### src/hdl/mips_cp0_pkg.sv
package mips_cp0_pkg;

	// data word seen by mfc0 and mtc0
	typedef logic [31:0] word_t;

	// cp0 address, register number in [7:3] and select in [2:0]
	typedef logic [7:0] reg_addr_t;

	// register number part of a cp0 address
	typedef logic [4:0] reg_num_t;

	// Cause.ExcCode
	typedef logic [4:0] exc_code_t;

	// IP7..IP0 lines and the IM mask share this layout
	typedef logic [7:0] int_vec_t;

	// one bit per synchronous exception source
	typedef logic [6:0] excp_flags_t;

	// flag positions, bit 0 has the highest priority
	localparam int FLAG_ADEF = 0;
	localparam int FLAG_RI   = 1;
	localparam int FLAG_OV   = 2;
	localparam int FLAG_BP   = 3;
	localparam int FLAG_SYS  = 4;
	localparam int FLAG_ADEL = 5;
	localparam int FLAG_ADES = 6;

	// exception codes written to Cause.ExcCode
	localparam exc_code_t EXC_INT  = 5'd0;
	localparam exc_code_t EXC_ADEL = 5'd4;
	localparam exc_code_t EXC_ADES = 5'd5;
	localparam exc_code_t EXC_SYS  = 5'd8;
	localparam exc_code_t EXC_BP   = 5'd9;
	localparam exc_code_t EXC_RI   = 5'd10;
	localparam exc_code_t EXC_OV   = 5'd12;

	// register numbers
	localparam reg_num_t ADDR_BADVADDR = 5'd8;
	localparam reg_num_t ADDR_COUNT    = 5'd9;
	localparam reg_num_t ADDR_COMPARE  = 5'd11;
	localparam reg_num_t ADDR_STATUS   = 5'd12;
	localparam reg_num_t ADDR_CAUSE    = 5'd13;
	localparam reg_num_t ADDR_EPC      = 5'd14;
	localparam reg_num_t ADDR_PRID     = 5'd15;
	localparam reg_num_t ADDR_CONFIG   = 5'd16;

	// single-bit fields of Status and Cause
	localparam int STATUS_IE  = 0;
	localparam int STATUS_EXL = 1;
	localparam int CAUSE_BD   = 31;

	// Config after reset, K0 = 3 (cacheable)
	localparam word_t CONFIG_RESET = 32'h0000_0003;

endpackage
### src/hdl/cp0_top.sv
module cp0_top
	import mips_cp0_pkg::*;
#(
	parameter int    COUNT_DIV  = 2,
	parameter word_t PRID_VALUE = 32'h0001_8000
) (
	input  logic        clk,
	input  logic        reset,
	input  reg_addr_t   ra,
	output word_t       rd,
	input  logic        valid,
	input  reg_addr_t   wa,
	input  word_t       wd,
	input  logic        excp_valid,
	input  excp_flags_t excp_flags,
	input  word_t       pc,
	input  word_t       vaddr,
	input  logic        is_slot,
	input  logic [5:0]  ext_int,
	input  logic        inter_valid,
	input  word_t       int_pc,
	input  logic        eret,
	output logic        is_intexc,
	output logic        is_exc,
	output word_t       epc
);

	word_t     count;
	word_t     compare;
	logic      timer_int;
	logic      status_ie;
	logic      status_exl;
	int_vec_t  status_im;
	int_vec_t  cause_ip;
	logic      take_int;
	logic      trap_take;
	exc_code_t trap_code;
	word_t     trap_epc;
	logic      trap_bd;
	logic      badvaddr_we;
	word_t     badvaddr_val;

	cp0_regs #(
		.PRID_VALUE(PRID_VALUE)
	) u_cp0_regs (
		.clk, .reset, .ra, .rd, .valid, .wa, .wd, .ext_int,
		.count, .compare, .timer_int,
		.trap_take, .trap_code, .trap_epc, .trap_bd, .badvaddr_we, .badvaddr_val,
		.eret, .epc, .status_ie, .status_exl, .status_im, .cause_ip
	);

	cp0_timer #(
		.COUNT_DIV(COUNT_DIV)
	) u_cp0_timer (
		.clk, .reset, .valid, .wa, .wd, .trap_take,
		.count, .compare, .timer_int
	);

	cp0_int_ctrl u_cp0_int_ctrl (
		.clk, .reset, .ext_int, .cause_ip,
		.status_ie, .status_exl, .status_im,
		.inter_valid, .take_int
	);

	cp0_excp_unit u_cp0_excp_unit (
		.take_int, .excp_valid, .excp_flags, .pc, .vaddr, .is_slot, .int_pc,
		.status_exl, .trap_take, .trap_code, .trap_epc, .trap_bd,
		.badvaddr_we, .badvaddr_val
	);

	assign is_intexc = trap_take;
	assign is_exc = excp_valid;

endmodule

### src/hdl/cp0_excp_unit.sv
module cp0_excp_unit
	import mips_cp0_pkg::*;
(
	input  logic        take_int,
	input  logic        excp_valid,
	input  excp_flags_t excp_flags,
	input  word_t       pc,
	input  word_t       vaddr,
	input  logic        is_slot,
	input  word_t       int_pc,
	input  logic        status_exl,
	output logic        trap_take,
	output exc_code_t   trap_code,
	output word_t       trap_epc,
	output logic        trap_bd,
	output logic        badvaddr_we,
	output word_t       badvaddr_val
);

	logic int_hit;

	// a request latched before EXL was set is dropped
	assign int_hit = take_int && !status_exl;

	assign trap_take = int_hit || excp_valid;

	// interrupt first, then flags from bit 0 up
	always_comb begin
		trap_code    = EXC_INT;
		badvaddr_we  = 1'b0;
		badvaddr_val = vaddr;
		if (int_hit) begin
			trap_code = EXC_INT;
		end else if (excp_valid) begin
			if (excp_flags[FLAG_ADEF]) begin
				trap_code    = EXC_ADEL;
				badvaddr_we  = 1'b1;
				badvaddr_val = pc;
			end else if (excp_flags[FLAG_RI]) begin
				trap_code = EXC_RI;
			end else if (excp_flags[FLAG_OV]) begin
				trap_code = EXC_OV;
			end else if (excp_flags[FLAG_BP]) begin
				trap_code = EXC_BP;
			end else if (excp_flags[FLAG_SYS]) begin
				trap_code = EXC_SYS;
			end else if (excp_flags[FLAG_ADEL]) begin
				trap_code   = EXC_ADEL;
				badvaddr_we = 1'b1;
			end else if (excp_flags[FLAG_ADES]) begin
				trap_code   = EXC_ADES;
				badvaddr_we = 1'b1;
			end
		end
	end

	// return point, only stored by cp0_regs while EXL is clear
	always_comb begin
		if (int_hit) begin
			trap_epc = int_pc;
			trap_bd  = 1'b0;
		end else if (is_slot) begin
			trap_epc = pc - 32'd4;
			trap_bd  = 1'b1;
		end else begin
			trap_epc = pc;
			trap_bd  = 1'b0;
		end
	end

	// no trap without a source from the core or from cp0_int_ctrl
	always_comb begin
		assert final (!trap_take || excp_valid || take_int);
	end

endmodule

### src/hdl/cp0_int_ctrl.sv
module cp0_int_ctrl
	import mips_cp0_pkg::*;
(
	input  logic       clk,
	input  logic       reset,
	input  logic [5:0] ext_int,
	input  int_vec_t   cause_ip,
	input  logic       status_ie,
	input  logic       status_exl,
	input  int_vec_t   status_im,
	input  logic       inter_valid,
	output logic       take_int
);

	int_vec_t pending;
	logic     request;
	logic     int_held;

	// live hardware lines join the recorded IP bits
	assign pending = cause_ip | {ext_int, 2'b00};

	assign request = status_ie && !status_exl && (|(pending & status_im));

	// keeps a request until the pipeline reaches a safe point
	always_ff @(posedge clk) begin
		if (reset) begin
			int_held <= 1'b0;
		end else if (inter_valid) begin
			int_held <= 1'b0;
		end else if (request) begin
			int_held <= 1'b1;
		end
	end

	assign take_int = inter_valid && (request || int_held);

endmodule

### src/hdl/cp0_timer.sv
module cp0_timer
	import mips_cp0_pkg::*;
#(
	parameter int COUNT_DIV = 2
) (
	input  logic      clk,
	input  logic      reset,
	input  logic      valid,
	input  reg_addr_t wa,
	input  word_t     wd,
	input  logic      trap_take,
	output word_t     count,
	output word_t     compare,
	output logic      timer_int
);

	localparam int DIV_W = (COUNT_DIV > 1) ? $clog2(COUNT_DIV) : 1;

	logic [DIV_W-1:0] div_cnt;
	logic             tick;
	logic             count_we;
	logic             compare_we;

	assign tick = (div_cnt == DIV_W'(COUNT_DIV - 1));

	assign count_we = valid && !trap_take && (wa[2:0] == 3'b000) && (wa[7:3] == ADDR_COUNT);
	assign compare_we = valid && !trap_take && (wa[2:0] == 3'b000) &&
		(wa[7:3] == ADDR_COMPARE);

	// free-running divider
	always_ff @(posedge clk) begin
		if (reset || tick) begin
			div_cnt <= '0;
		end else begin
			div_cnt <= div_cnt + 1'b1;
		end
	end

	always_ff @(posedge clk) begin
		if (reset) begin
			count   <= '0;
			compare <= '0;
		end else begin
			if (count_we) begin
				count <= wd;
			end else if (tick) begin
				count <= count + 1'b1;
			end
			if (compare_we) begin
				compare <= wd;
			end
		end
	end

	// sticky until Compare is written again
	always_ff @(posedge clk) begin
		if (reset || compare_we) begin
			timer_int <= 1'b0;
		end else if ((count == compare) && (compare != '0)) begin
			timer_int <= 1'b1;
		end
	end

	assert property (@(posedge clk) disable iff (reset) int'(div_cnt) < COUNT_DIV);

endmodule

### src/hdl/cp0_regs.sv
module cp0_regs
	import mips_cp0_pkg::*;
#(
	parameter word_t PRID_VALUE = 32'h0001_8000
) (
	input  logic        clk,
	input  logic        reset,
	input  reg_addr_t   ra,
	output word_t       rd,
	input  logic        valid,
	input  reg_addr_t   wa,
	input  word_t       wd,
	input  logic [5:0]  ext_int,
	input  word_t       count,
	input  word_t       compare,
	input  logic        timer_int,
	input  logic        trap_take,
	input  exc_code_t   trap_code,
	input  word_t       trap_epc,
	input  logic        trap_bd,
	input  logic        badvaddr_we,
	input  word_t       badvaddr_val,
	input  logic        eret,
	output word_t       epc,
	output logic        status_ie,
	output logic        status_exl,
	output int_vec_t    status_im,
	output int_vec_t    cause_ip
);

	// Cause fields held here
	logic       cause_bd;
	exc_code_t  cause_code;
	logic [1:0] cause_ip_sw;
	// hardware lines IP6..IP2, sampled once per cycle
	logic [4:0] ext_q;

	word_t      epc_q;
	word_t      badvaddr_q;
	logic [2:0] config_k0;

	word_t status_word;
	word_t cause_word;
	word_t config_word;

	logic wr_en;

	// mtc0 lands only with select 0 and no trap in the same cycle
	assign wr_en = valid && !trap_take && (wa[2:0] == 3'b000);

	// IP7 is the timer, IP1..IP0 are the software bits
	assign cause_ip = {timer_int, ext_q, cause_ip_sw};

	always_comb begin
		status_word = '0;
		status_word[15:8] = status_im;
		status_word[STATUS_EXL] = status_exl;
		status_word[STATUS_IE] = status_ie;
	end

	always_comb begin
		cause_word = '0;
		cause_word[CAUSE_BD] = cause_bd;
		cause_word[15:8] = cause_ip;
		cause_word[6:2] = cause_code;
	end

	assign config_word = {CONFIG_RESET[31:3], config_k0};

	// mfc0 read mux
	always_comb begin
		rd = '0;
		if (ra[2:0] == 3'b000) begin
			case (ra[7:3])
				ADDR_BADVADDR: rd = badvaddr_q;
				ADDR_COUNT:    rd = count;
				ADDR_COMPARE:  rd = compare;
				ADDR_STATUS:   rd = status_word;
				ADDR_CAUSE:    rd = cause_word;
				ADDR_EPC:      rd = epc_q;
				ADDR_PRID:     rd = PRID_VALUE;
				ADDR_CONFIG:   rd = config_word;
				default:       rd = '0;
			endcase
		end
	end

	always_ff @(posedge clk) begin
		if (reset) begin
			ext_q <= '0;
		end else begin
			ext_q <= ext_int[4:0];
		end
	end

	always_ff @(posedge clk) begin
		if (reset) begin
			status_ie   <= 1'b0;
			status_exl  <= 1'b0;
			status_im   <= '0;
			cause_bd    <= 1'b0;
			cause_code  <= '0;
			cause_ip_sw <= '0;
			epc_q       <= '0;
			badvaddr_q  <= '0;
			config_k0   <= CONFIG_RESET[2:0];
		end else begin
			if (trap_take) begin
				cause_code <= trap_code;
				status_exl <= 1'b1;
				// nested trap keeps the first return point
				if (!status_exl) begin
					epc_q    <= trap_epc;
					cause_bd <= trap_bd;
				end
				if (badvaddr_we) begin
					badvaddr_q <= badvaddr_val;
				end
			end else if (wr_en) begin
				case (wa[7:3])
					ADDR_STATUS: begin
						status_im  <= wd[15:8];
						status_exl <= wd[STATUS_EXL];
						status_ie  <= wd[STATUS_IE];
					end
					ADDR_CAUSE:  cause_ip_sw <= wd[9:8];
					ADDR_EPC:    epc_q <= wd;
					ADDR_CONFIG: config_k0 <= wd[2:0];
					default: ;
				endcase
			end
			// eret is applied last
			if (eret) begin
				status_exl <= 1'b0;
			end
		end
	end

	assign epc = epc_q;

	// the trap's EXL survives a same-cycle mtc0 to Status
	assert property (@(posedge clk) disable iff (reset)
		trap_take && !eret |=> status_exl);

endmodule

### config.mk
export PLATFORM = sky130hd
export DESIGN_NAME = cp0_top
export DESIGN_NICKNAME = d
export VERILOG_FILES = /design/src/hdl/mips_cp0_pkg.sv /design/src/hdl/cp0_top.sv /design/src/hdl/cp0_excp_unit.sv /design/src/hdl/cp0_int_ctrl.sv /design/src/hdl/cp0_timer.sv /design/src/hdl/cp0_regs.sv
export SDC_FILE = /design/constraint.sdc
export NUM_CORES = 1
export LEC_CHECK = 0
export BUFFER_PORTS_ARGS = -buffer_cell sky130_fd_sc_hd__clkbuf_2
export CORE_UTILIZATION = 40
export DETAILED_ROUTE_END_ITERATION = 8
export PLACE_DENSITY = 0.72
export SYNTH_ARGS = -nofsm -noshare
export SYNTH_HDL_FRONTEND = slang
export SYNTH_SLANG_ARGS = --single-unit
### constraint.sdc
create_clock -name clk -period 2.3 [get_ports clk]
set_clock_uncertainty 0.05 [all_clocks]
set_input_delay 0 -clock clk [delete_from_list [all_inputs] [get_ports clk]]
set_output_delay 0 -clock clk [all_outputs]
set_load 0.1 [all_outputs]
Word-level counts from Yosys, hierarchy flattened
Index checks and enable logic that the tools add are counted.
Widths: inputs -> output; s select.
{"block": "word_totals", "wordCells": 106, "register_bits": 157, "input_bits": 164, "out_inout_bits": 66}
{"block": "classes", "n_eq_ne": 16, "addsub": 3, "n_bitwise": 4, "n_reduce_logical": 32, "n_mux": 36}
{"cell": "$mux 32", "count": 12}
{"cell": "$pmux 32 s8", "count": 1}
{"cell": "$eq 5x4->1 const B", "count": 12}
{"cell": "$mux 5", "count": 8}
{"cell": "$add 32x1->32 const B", "count": 1}
{"cell": "$eq 32x32->1", "count": 1}
{"cell": "$reduce_bool 32->1", "count": 1}
{"cell": "$sub 32x3->32 const B", "count": 1}
{"cell": "$mux 1", "count": 14}
{"cell": "$reduce_and 3->1", "count": 4}
{"cell": "$eq 5x5->1 const B", "count": 2}
{"cell": "$logic_and 1x1->1", "count": 9}
{"cell": "$and 8x8->8", "count": 1}
{"cell": "$or 8x8->8", "count": 1}
{"cell": "$reduce_bool 2->1", "count": 4}
{"cell": "$reduce_or 8->1", "count": 1}
{"cell": "$logic_not 3->1", "count": 2}
{"cell": "$reduce_and 2->1", "count": 3}
{"cell": "$logic_or 1x1->1", "count": 4}
{"cell": "$reduce_or 2->1", "count": 2}
{"cell": "$mux 3", "count": 1}
{"cell": "$logic_not 1->1", "count": 2}
{"cell": "$ne 2x2->1 const B", "count": 1}
{"cell": "$not 1->1", "count": 2}
{"cell": "$add 1x1->1 const B", "count": 1}

Depth between registers and ports, before layout
{"block": "depth", "depth_word": 13, "ltp_mapped": 9, "depth_no_buf": 8}

Cells and area by module
Synthesis repeated with hierarchy kept, for this count alone.
{"block": "unflattened", "hier_cells": 1224, "area_unflattened_um2": 9942.0}
{"mod": "cp0_regs", "n_inst": 1, "seq_area_each_um2": 1801.7, "area_per_inst_um2": 4961.0, "cells_each": 565}
{"mod": "cp0_timer", "n_inst": 1, "seq_area_each_um2": 1321.3, "area_per_inst_um2": 3330.7, "cells_each": 403}
{"mod": "cp0_excp_unit", "n_inst": 1, "seq_area_each_um2": 0.0, "area_per_inst_um2": 1534.0, "cells_each": 240}
{"mod": "cp0_int_ctrl", "n_inst": 1, "seq_area_each_um2": 20.0, "area_per_inst_um2": 108.9, "cells_each": 15}
{"mod": "cp0_top", "n_inst": 1, "seq_area_each_um2": 0.0, "area_per_inst_um2": 7.5, "cells_each": 1}

Worst setup path before layout
OpenSTA, ideal clock, no wires.
{"block": "synth_timing", "kind": "in2out", "from": "input port ra[5]", "to": "output port rd[0]", "cell_stages": 5, "path_slack_ns": -0.542, "path_buffers": 1, "arrival_time_ns": 2.792, "required_time_ns": 2.250, "path_cell_list": "clkbuf_1 nand2_1 nor3_1 a22oi_1 a31oi_1"}
{"block": "synth_between", "elab_chain_cells": 3, "elab_cells_between_ends": 10, "cone_classes": "eq/ne: 8; mux: 2"}
{"element": "start, declared", "line": "cp0_top.sv:9", "rtl": "input reg_addr_t ra,"}
{"element": "$eq 5x5->1 or $eq 5x4->1 (tied branches)", "line": "cp0_regs.sv:74", "rtl": "case (ra[7:3])"}
{"element": "$pmux 32 s8 *", "line": "cp0_regs.sv:74"}
{"element": "$mux 32 *", "line": "cp0_regs.sv:73", "rtl": "if (ra[2:0] == 3'b000) begin"}
{"element": "end, declared", "line": "cp0_top.sv:10", "rtl": "output word_t rd,"}
Mark *: on every way between the ends. The rest lies on a longest branch, timed or not.

Final worst setup path
{"block": "layout_timing", "from": "register u_cp0_timer.timer_int", "to": "register u_cp0_regs.status_im[0]"}
{"block": "layout_between", "elab_chain_cells": 12, "elab_cells_between_ends": 13, "cone_classes": "bitwise: 3; reduce/logical: 10"}
{"element": "start, declared", "line": "cp0_timer.sv:14", "rtl": "output logic timer_int"}
{"element": "start signal, assigned", "line": "cp0_timer.sv:58", "rtl": "timer_int <= 1'b0;"}
{"element": "start signal, assigned", "line": "cp0_timer.sv:60", "rtl": "timer_int <= 1'b1;"}
{"element": "$or 8x8->8 *", "line": "cp0_int_ctrl.sv:20", "rtl": "assign pending = cause_ip | {ext_int, 2'b00};"}
{"element": "$and 8x8->8 *", "line": "cp0_int_ctrl.sv:22", "rtl": "assign request = status_ie && !status_exl && (|(pending & status_im));"}
{"element": "$reduce_or 8->1 *", "line": "cp0_int_ctrl.sv:22"}
{"element": "$logic_and 1x1->1 *", "line": "cp0_int_ctrl.sv:22"}
{"element": "$logic_or 1x1->1 *", "line": "cp0_int_ctrl.sv:35", "rtl": "assign take_int = inter_valid && (request || int_held);"}
{"element": "$logic_and 1x1->1 *", "line": "cp0_int_ctrl.sv:35"}
{"element": "$logic_and 1x1->1 *", "line": "cp0_excp_unit.sv:23", "rtl": "assign int_hit = take_int && !status_exl;"}
{"element": "$logic_or 1x1->1 *", "line": "cp0_excp_unit.sv:25", "rtl": "assign trap_take = int_hit || excp_valid;"}
{"element": "$logic_not 1->1", "line": "cp0_regs.sv:49", "rtl": "assign wr_en = valid && !trap_take && (wa[2:0] == 3'b000);"}
{"element": "$logic_and 1x1->1 (2 in a row)", "line": "cp0_regs.sv:49"}
{"element": "$reduce_and 3->1 (no source line) *"}
{"element": "end signal, assigned", "line": "cp0_regs.sv:122", "rtl": "status_im <= wd[15:8];"}
{"element": "end, declared", "line": "cp0_regs.sv:27", "rtl": "output int_vec_t status_im,"}
Marked as above.
A chain may end at the register's enable or synchronous reset.

==> key figures <==
Critical path
  • Crit path max-delay family: compound AO/OA/AOI/OAI gates
  • CP endpoint kind: flop
  • Worst setup SP type: flop
  • Reg2reg start: u_cp0_timer.timer_int$_SDFFE_PP0P_
  • Highest-delay cell along the critical path: o41ai_4
  • Critical Path RT: 2.56 ns
  • FF-to-FF setup slack: 0.02 ns
  • Crit path DAT: 2.54 ns
  • R2R Path End: u_cp0_regs.status_im[0]$_SDFFE_PP0P_
  • Reg2reg path depth: 9
  • Worst-path fanout max: 7
  • Crit path kind: reg2reg
  • Slowest stage delay, CP: 0.43 ns
  • Worst path bufs/invs: 3
  • Crit path cell chain: o21ai_2 -> nand4_1 -> buf_4 -> o41ai_4 -> buf_4 -> and3_4 -> buf_12 -> mux2i_2 -> nor2_1
  • Cell mode on critical path: buf_4

Routing
  • DRT iter0 DRCs: 1,249
  • Via density per instance: 6.028
  • Final WL: between 30,000 and 40,000 microns
  • Antenna-violating nets left: 0
  • Pre-antenna DRT Iters: 7
  • # DRC: 0
  • DR WL/cell: 21.18 microns
  • Vias: 11,280

Global routing
  • Vias in the first global route: ~11,000
  • Largest net degree at the start of global routing: 63
  • Initial antenna violation count: 0
  • First-pass GRT wire length: 59,690 microns
  • Total Routing Usage GR: 0.3299
  • Total grt overflow: 0

CTS
  • Worst skew pair latency: between 0.4 and 0.5 ns
  • H-tree level count: 4
  • Clock Tree Buf Depth: 2
  • Worst-path clk slew: 0.06 ns
  • Root Driver: clkbuf_16
  • Clk sink count: 156
  • TritonCTS buffer count: 17
  • CTS tree: built

Logic synthesis
  • Netlist cell types: 54
  • Post-synthesis mux area share: 0.02075
  • Synthesized instance count: 1,186
  • Post-synthesis adder-cell area fraction: 0.002730
  • Avg Cell Area, Syn: 7.729 sq um
  • Number of synthesized register bits: 156
  • Largest family of logic cells by synthesized area: simple AND/OR/NAND/NOR gates
  • Synth Flop Type: dfxtp_1
  • Sequential share of the synthesized area: 0.3407
  • Post-synth EDFFs: 0
  • Mapped Area: between 9000 and 10,000 sq um
  • Synth Net Count: 1,352
  • Post-Synth XOR/XNOR Area: 0.08600
  • Compound-Gate Fraction of Synth Area: 0.2514
  • Post-synth top area cell: dfxtp_1
  • Synth Warn #: 0
  • Share of the synthesized area in the top cell type: 0.3407
  • Synth Area in Simple Gates: 0.2521
  • Share of flip-flops with an asynchronous set or reset: 0
  • Synth top area cells: dfxtp_1 34%, nor2_1 6.9%, a211oi_1 6.5%, xor2_1 6.2%, a22oi_1 5.6%

Placement
  • Global placer's final weighted congestion: 1.026
  • Post-place setup slack: -0.1725 ns
  • Dpl cells: 1,688
  • Final HPWL DP: 27,990 microns
  • Post-DP Area: between 10,000 and 15,000 sq um
  • Port Buffer Count: 229

Floorplan
  • Num ports: 230
  • Starting Density: 0.4061
  • Die ar.: approximately 24,000 sq um
  • Rows: 55
  • Die W: between 150 and 200 microns
  • Core Area: between 20,000 and 25,000 sq um
  • Die extent in y: ~150 microns

Timing
  • Max Fclk: around 0.44 GHz
  • Worst slew pin tran: 0.7996 ns
  • Rel. slew slack: 0.4620
  • Slack of the critical path: 0.01985 ns
  • Final setup viols: 0
  • Min Tclk post-route: between 2 and 2.5 ns
  • Final period util: 0.9914
  • Slew Limit Fails: 0
  • RSZ-0062 raised after global routing: true
  • Final hold vios: 0

Min path
  • Hold path depth: 4
  • HP Class: in2reg
  • Min-delay src: pc[29]
  • Hold Path Sink: u_cp0_regs.epc[29]$_SDFFE_PP0P_

Run
  • Max Cap Viol: 0

Power and ir drop
  • P_leak: 5.535 nW
  • PwrDens: 529.0 nW/um^2
  • Power share of the clock group: 0.422
  • Worst ir drop on vdd: 435.4 uV
  • Flop pwr share: 0.391
  • Internal Pwr Total: 5.307 mW
  • Combinational share of power: 0.187
  • Switching Fraction: 0.2874
  • Net Sw Power: 2.140 mW
  • Pwr Total: 7.447 mW

Final layout
  • Post-Layout Cell Count: 1,872
  • Layout cells sized above 1: 0.2741
  • Final Instance Area: about 14,000 sq um
  • Post-layout util: 0.6237
  • Area Overhead vs Synth: 53.58%
  • Final #Nets: ~1,700
  • Antenna cells: 0

Outcome
  • Status: completed
power by group through the flow:
stage	logic (mW)	registers (mW)	clock network [mW]
4_1_cts	1.33	2.90	3.15
3_5_place_dp	1.13	2.96	0
3_3_place_gp	1.12	2.96	0
2_1_floorplan	0.416	3.20	0
6_report	1.39	2.91	3.14
5_1_grt	1.47	2.91	3.25
registers in the layout, indices dropped and copies added, names as in the netlist:
signal and flops:
u_cp0_regs.badvaddr_q 32, u_cp0_regs.epc 32, u_cp0_timer.compare 32, u_cp0_timer.count 32
u_cp0_regs.status_im 8, u_cp0_regs.ext_q 5, u_cp0_regs.cause_code 4, u_cp0_regs.config_k0 3
u_cp0_regs.cause_ip_sw 2, u_cp0_int_ctrl.int_held 1, u_cp0_regs.cause_bd 1, u_cp0_regs.status_exl 1
u_cp0_regs.status_ie 1, u_cp0_timer.div_cnt 1, u_cp0_timer.timer_int 1
metrics by stage:
| step | TNS (ns) | hold slack (ns) |
|---|---|---|
| 5_1_grt | -0.09355 | 0.02220 |
| 3_5_place_dp | -7.361 | 0.1634 |
| 4_1_cts | 0 | 0.001702 |
| 6_report | 0 | 0.007020 |
| 3_3_place_gp | -8.081 | 0.1646 |
| 2_1_floorplan | -3.379 | 0.02214 |
synthesized netlist by cell type, types with 5 or more instances:
master    number
o31ai_1       32
a211oi_1      79
dfxtp_1      156
nand3_1       19
nand2_1      110
nor2b_1       11
a21oi_1       78
nand4_1       18
nor3_1        42
mux2i_1       19
xor2_1        65
a211o_1        5
inv_1          8
nor2_1       169
o21ai_1        5
xnor2_1       25
nor4_1        36
or4_1          7
o211ai_1       6
a22oi_1       68
nand2b_1      34
a31oi_1       14
o21ai_0       21
clkbuf_1      91
a211oi_2      10
and3_1         6
a222oi_1       5
or3_1          6
worst max-delay path by stage:
| stage | startpoint | endpoint | slack, ns | depth (start not counted) |
|---|---|---|---|---|
| after CTS | pc[3] | u_cp0_regs.epc[28]$_SDFFE_PP0P_ | 0.01 | 10 |
| after detailed placement | u_cp0_timer.timer_int$_SDFFE_PP0P_ | u_cp0_regs.badvaddr_q[3]$_SDFFE_PP0P_ | -0.17 | 9 |
| after floorplan | ra[3] | rd[10] | -0.51 | 5 |
| final | u_cp0_timer.timer_int$_SDFFE_PP0P_ | u_cp0_regs.status_im[0]$_SDFFE_PP0P_ | 0.02 | 9 |
| after global routing | u_cp0_regs.status_im[1]$_SDFFE_PP0P_ | u_cp0_regs.badvaddr_q[30]$_SDFFE_PP0P_ | -0.03 | 10 |
| after global placement | u_cp0_timer.timer_int$_SDFFE_PP0P_ | u_cp0_regs.badvaddr_q[10]$_SDFFE_PP0P_ | -0.14 | 9 |
cells in the final DEF (no fill, tap or decap), drive strengths merged, types with 34 or more instances in the layout:
| cell | count |
|---|---|
| dlygate4sd3 | 144 |
| clkbuf | 216 |
| nor3 | 43 |
| xor2 | 65 |
| dfxtp | 156 |
| a22oi | 68 |
| nor4 | 38 |
| buf | 129 |
| a211oi | 89 |
| a21oi | 78 |
| nand2b | 34 |
| nand2 | 110 |
| nor2 | 169 |
kinds of logic after synthesis:
logic type / after synthesis
AO/OA/AOI/OAI: 332
flip-flops: 156
XOR/XNOR: 90
buffers and inverters: 107
multiplexers: 19
AND/OR/NAND/NOR: 480
adder cells (fa/ha/maj): 2
repair_timing:
action | 4_1_cts | 5_1_grt
hold buffers | 144 | 0
endpoints found under the hold margin | 152 | 0
cloned | 2 | 1
pin swaps | 3 | 15
endpoints found under the setup margin | 104 | 118
setup buffers | 1 | 4
gates resized for setup | 14 | 34
tightest hold or removal path, cell delays in order:
cell,delay [ns]
clkbuf_2,0.13
xnor2_1,0.13
a211o_1,0.12
a31oi_1,0.06
cell type report:
class / count / area (sq um)
Sequential cell: 156 / 3124
Inverter: 8 / 30.03
Fill cell: 1916 / 8494
Multi-Input combinational cell: 923 / 5923
Clock inverter: 11 / 188.9
Tap cell: 285 / 356.6
Clock buffer: 21 / 460.4
Timing Repair Buffer: 468 / 3994
layer usage:
metal  routed length [microns]  track usage  vias to the layer above
met5                         0            0                        -
met3                      4181      0.05926                      157
met1                     15860       0.4411                     5321
li1                          -            -                     5102
met2                     17590       0.5058                      704
met4                      2016       0.1729                        0
No activity file was read; power rests on OpenSTA's default activity.
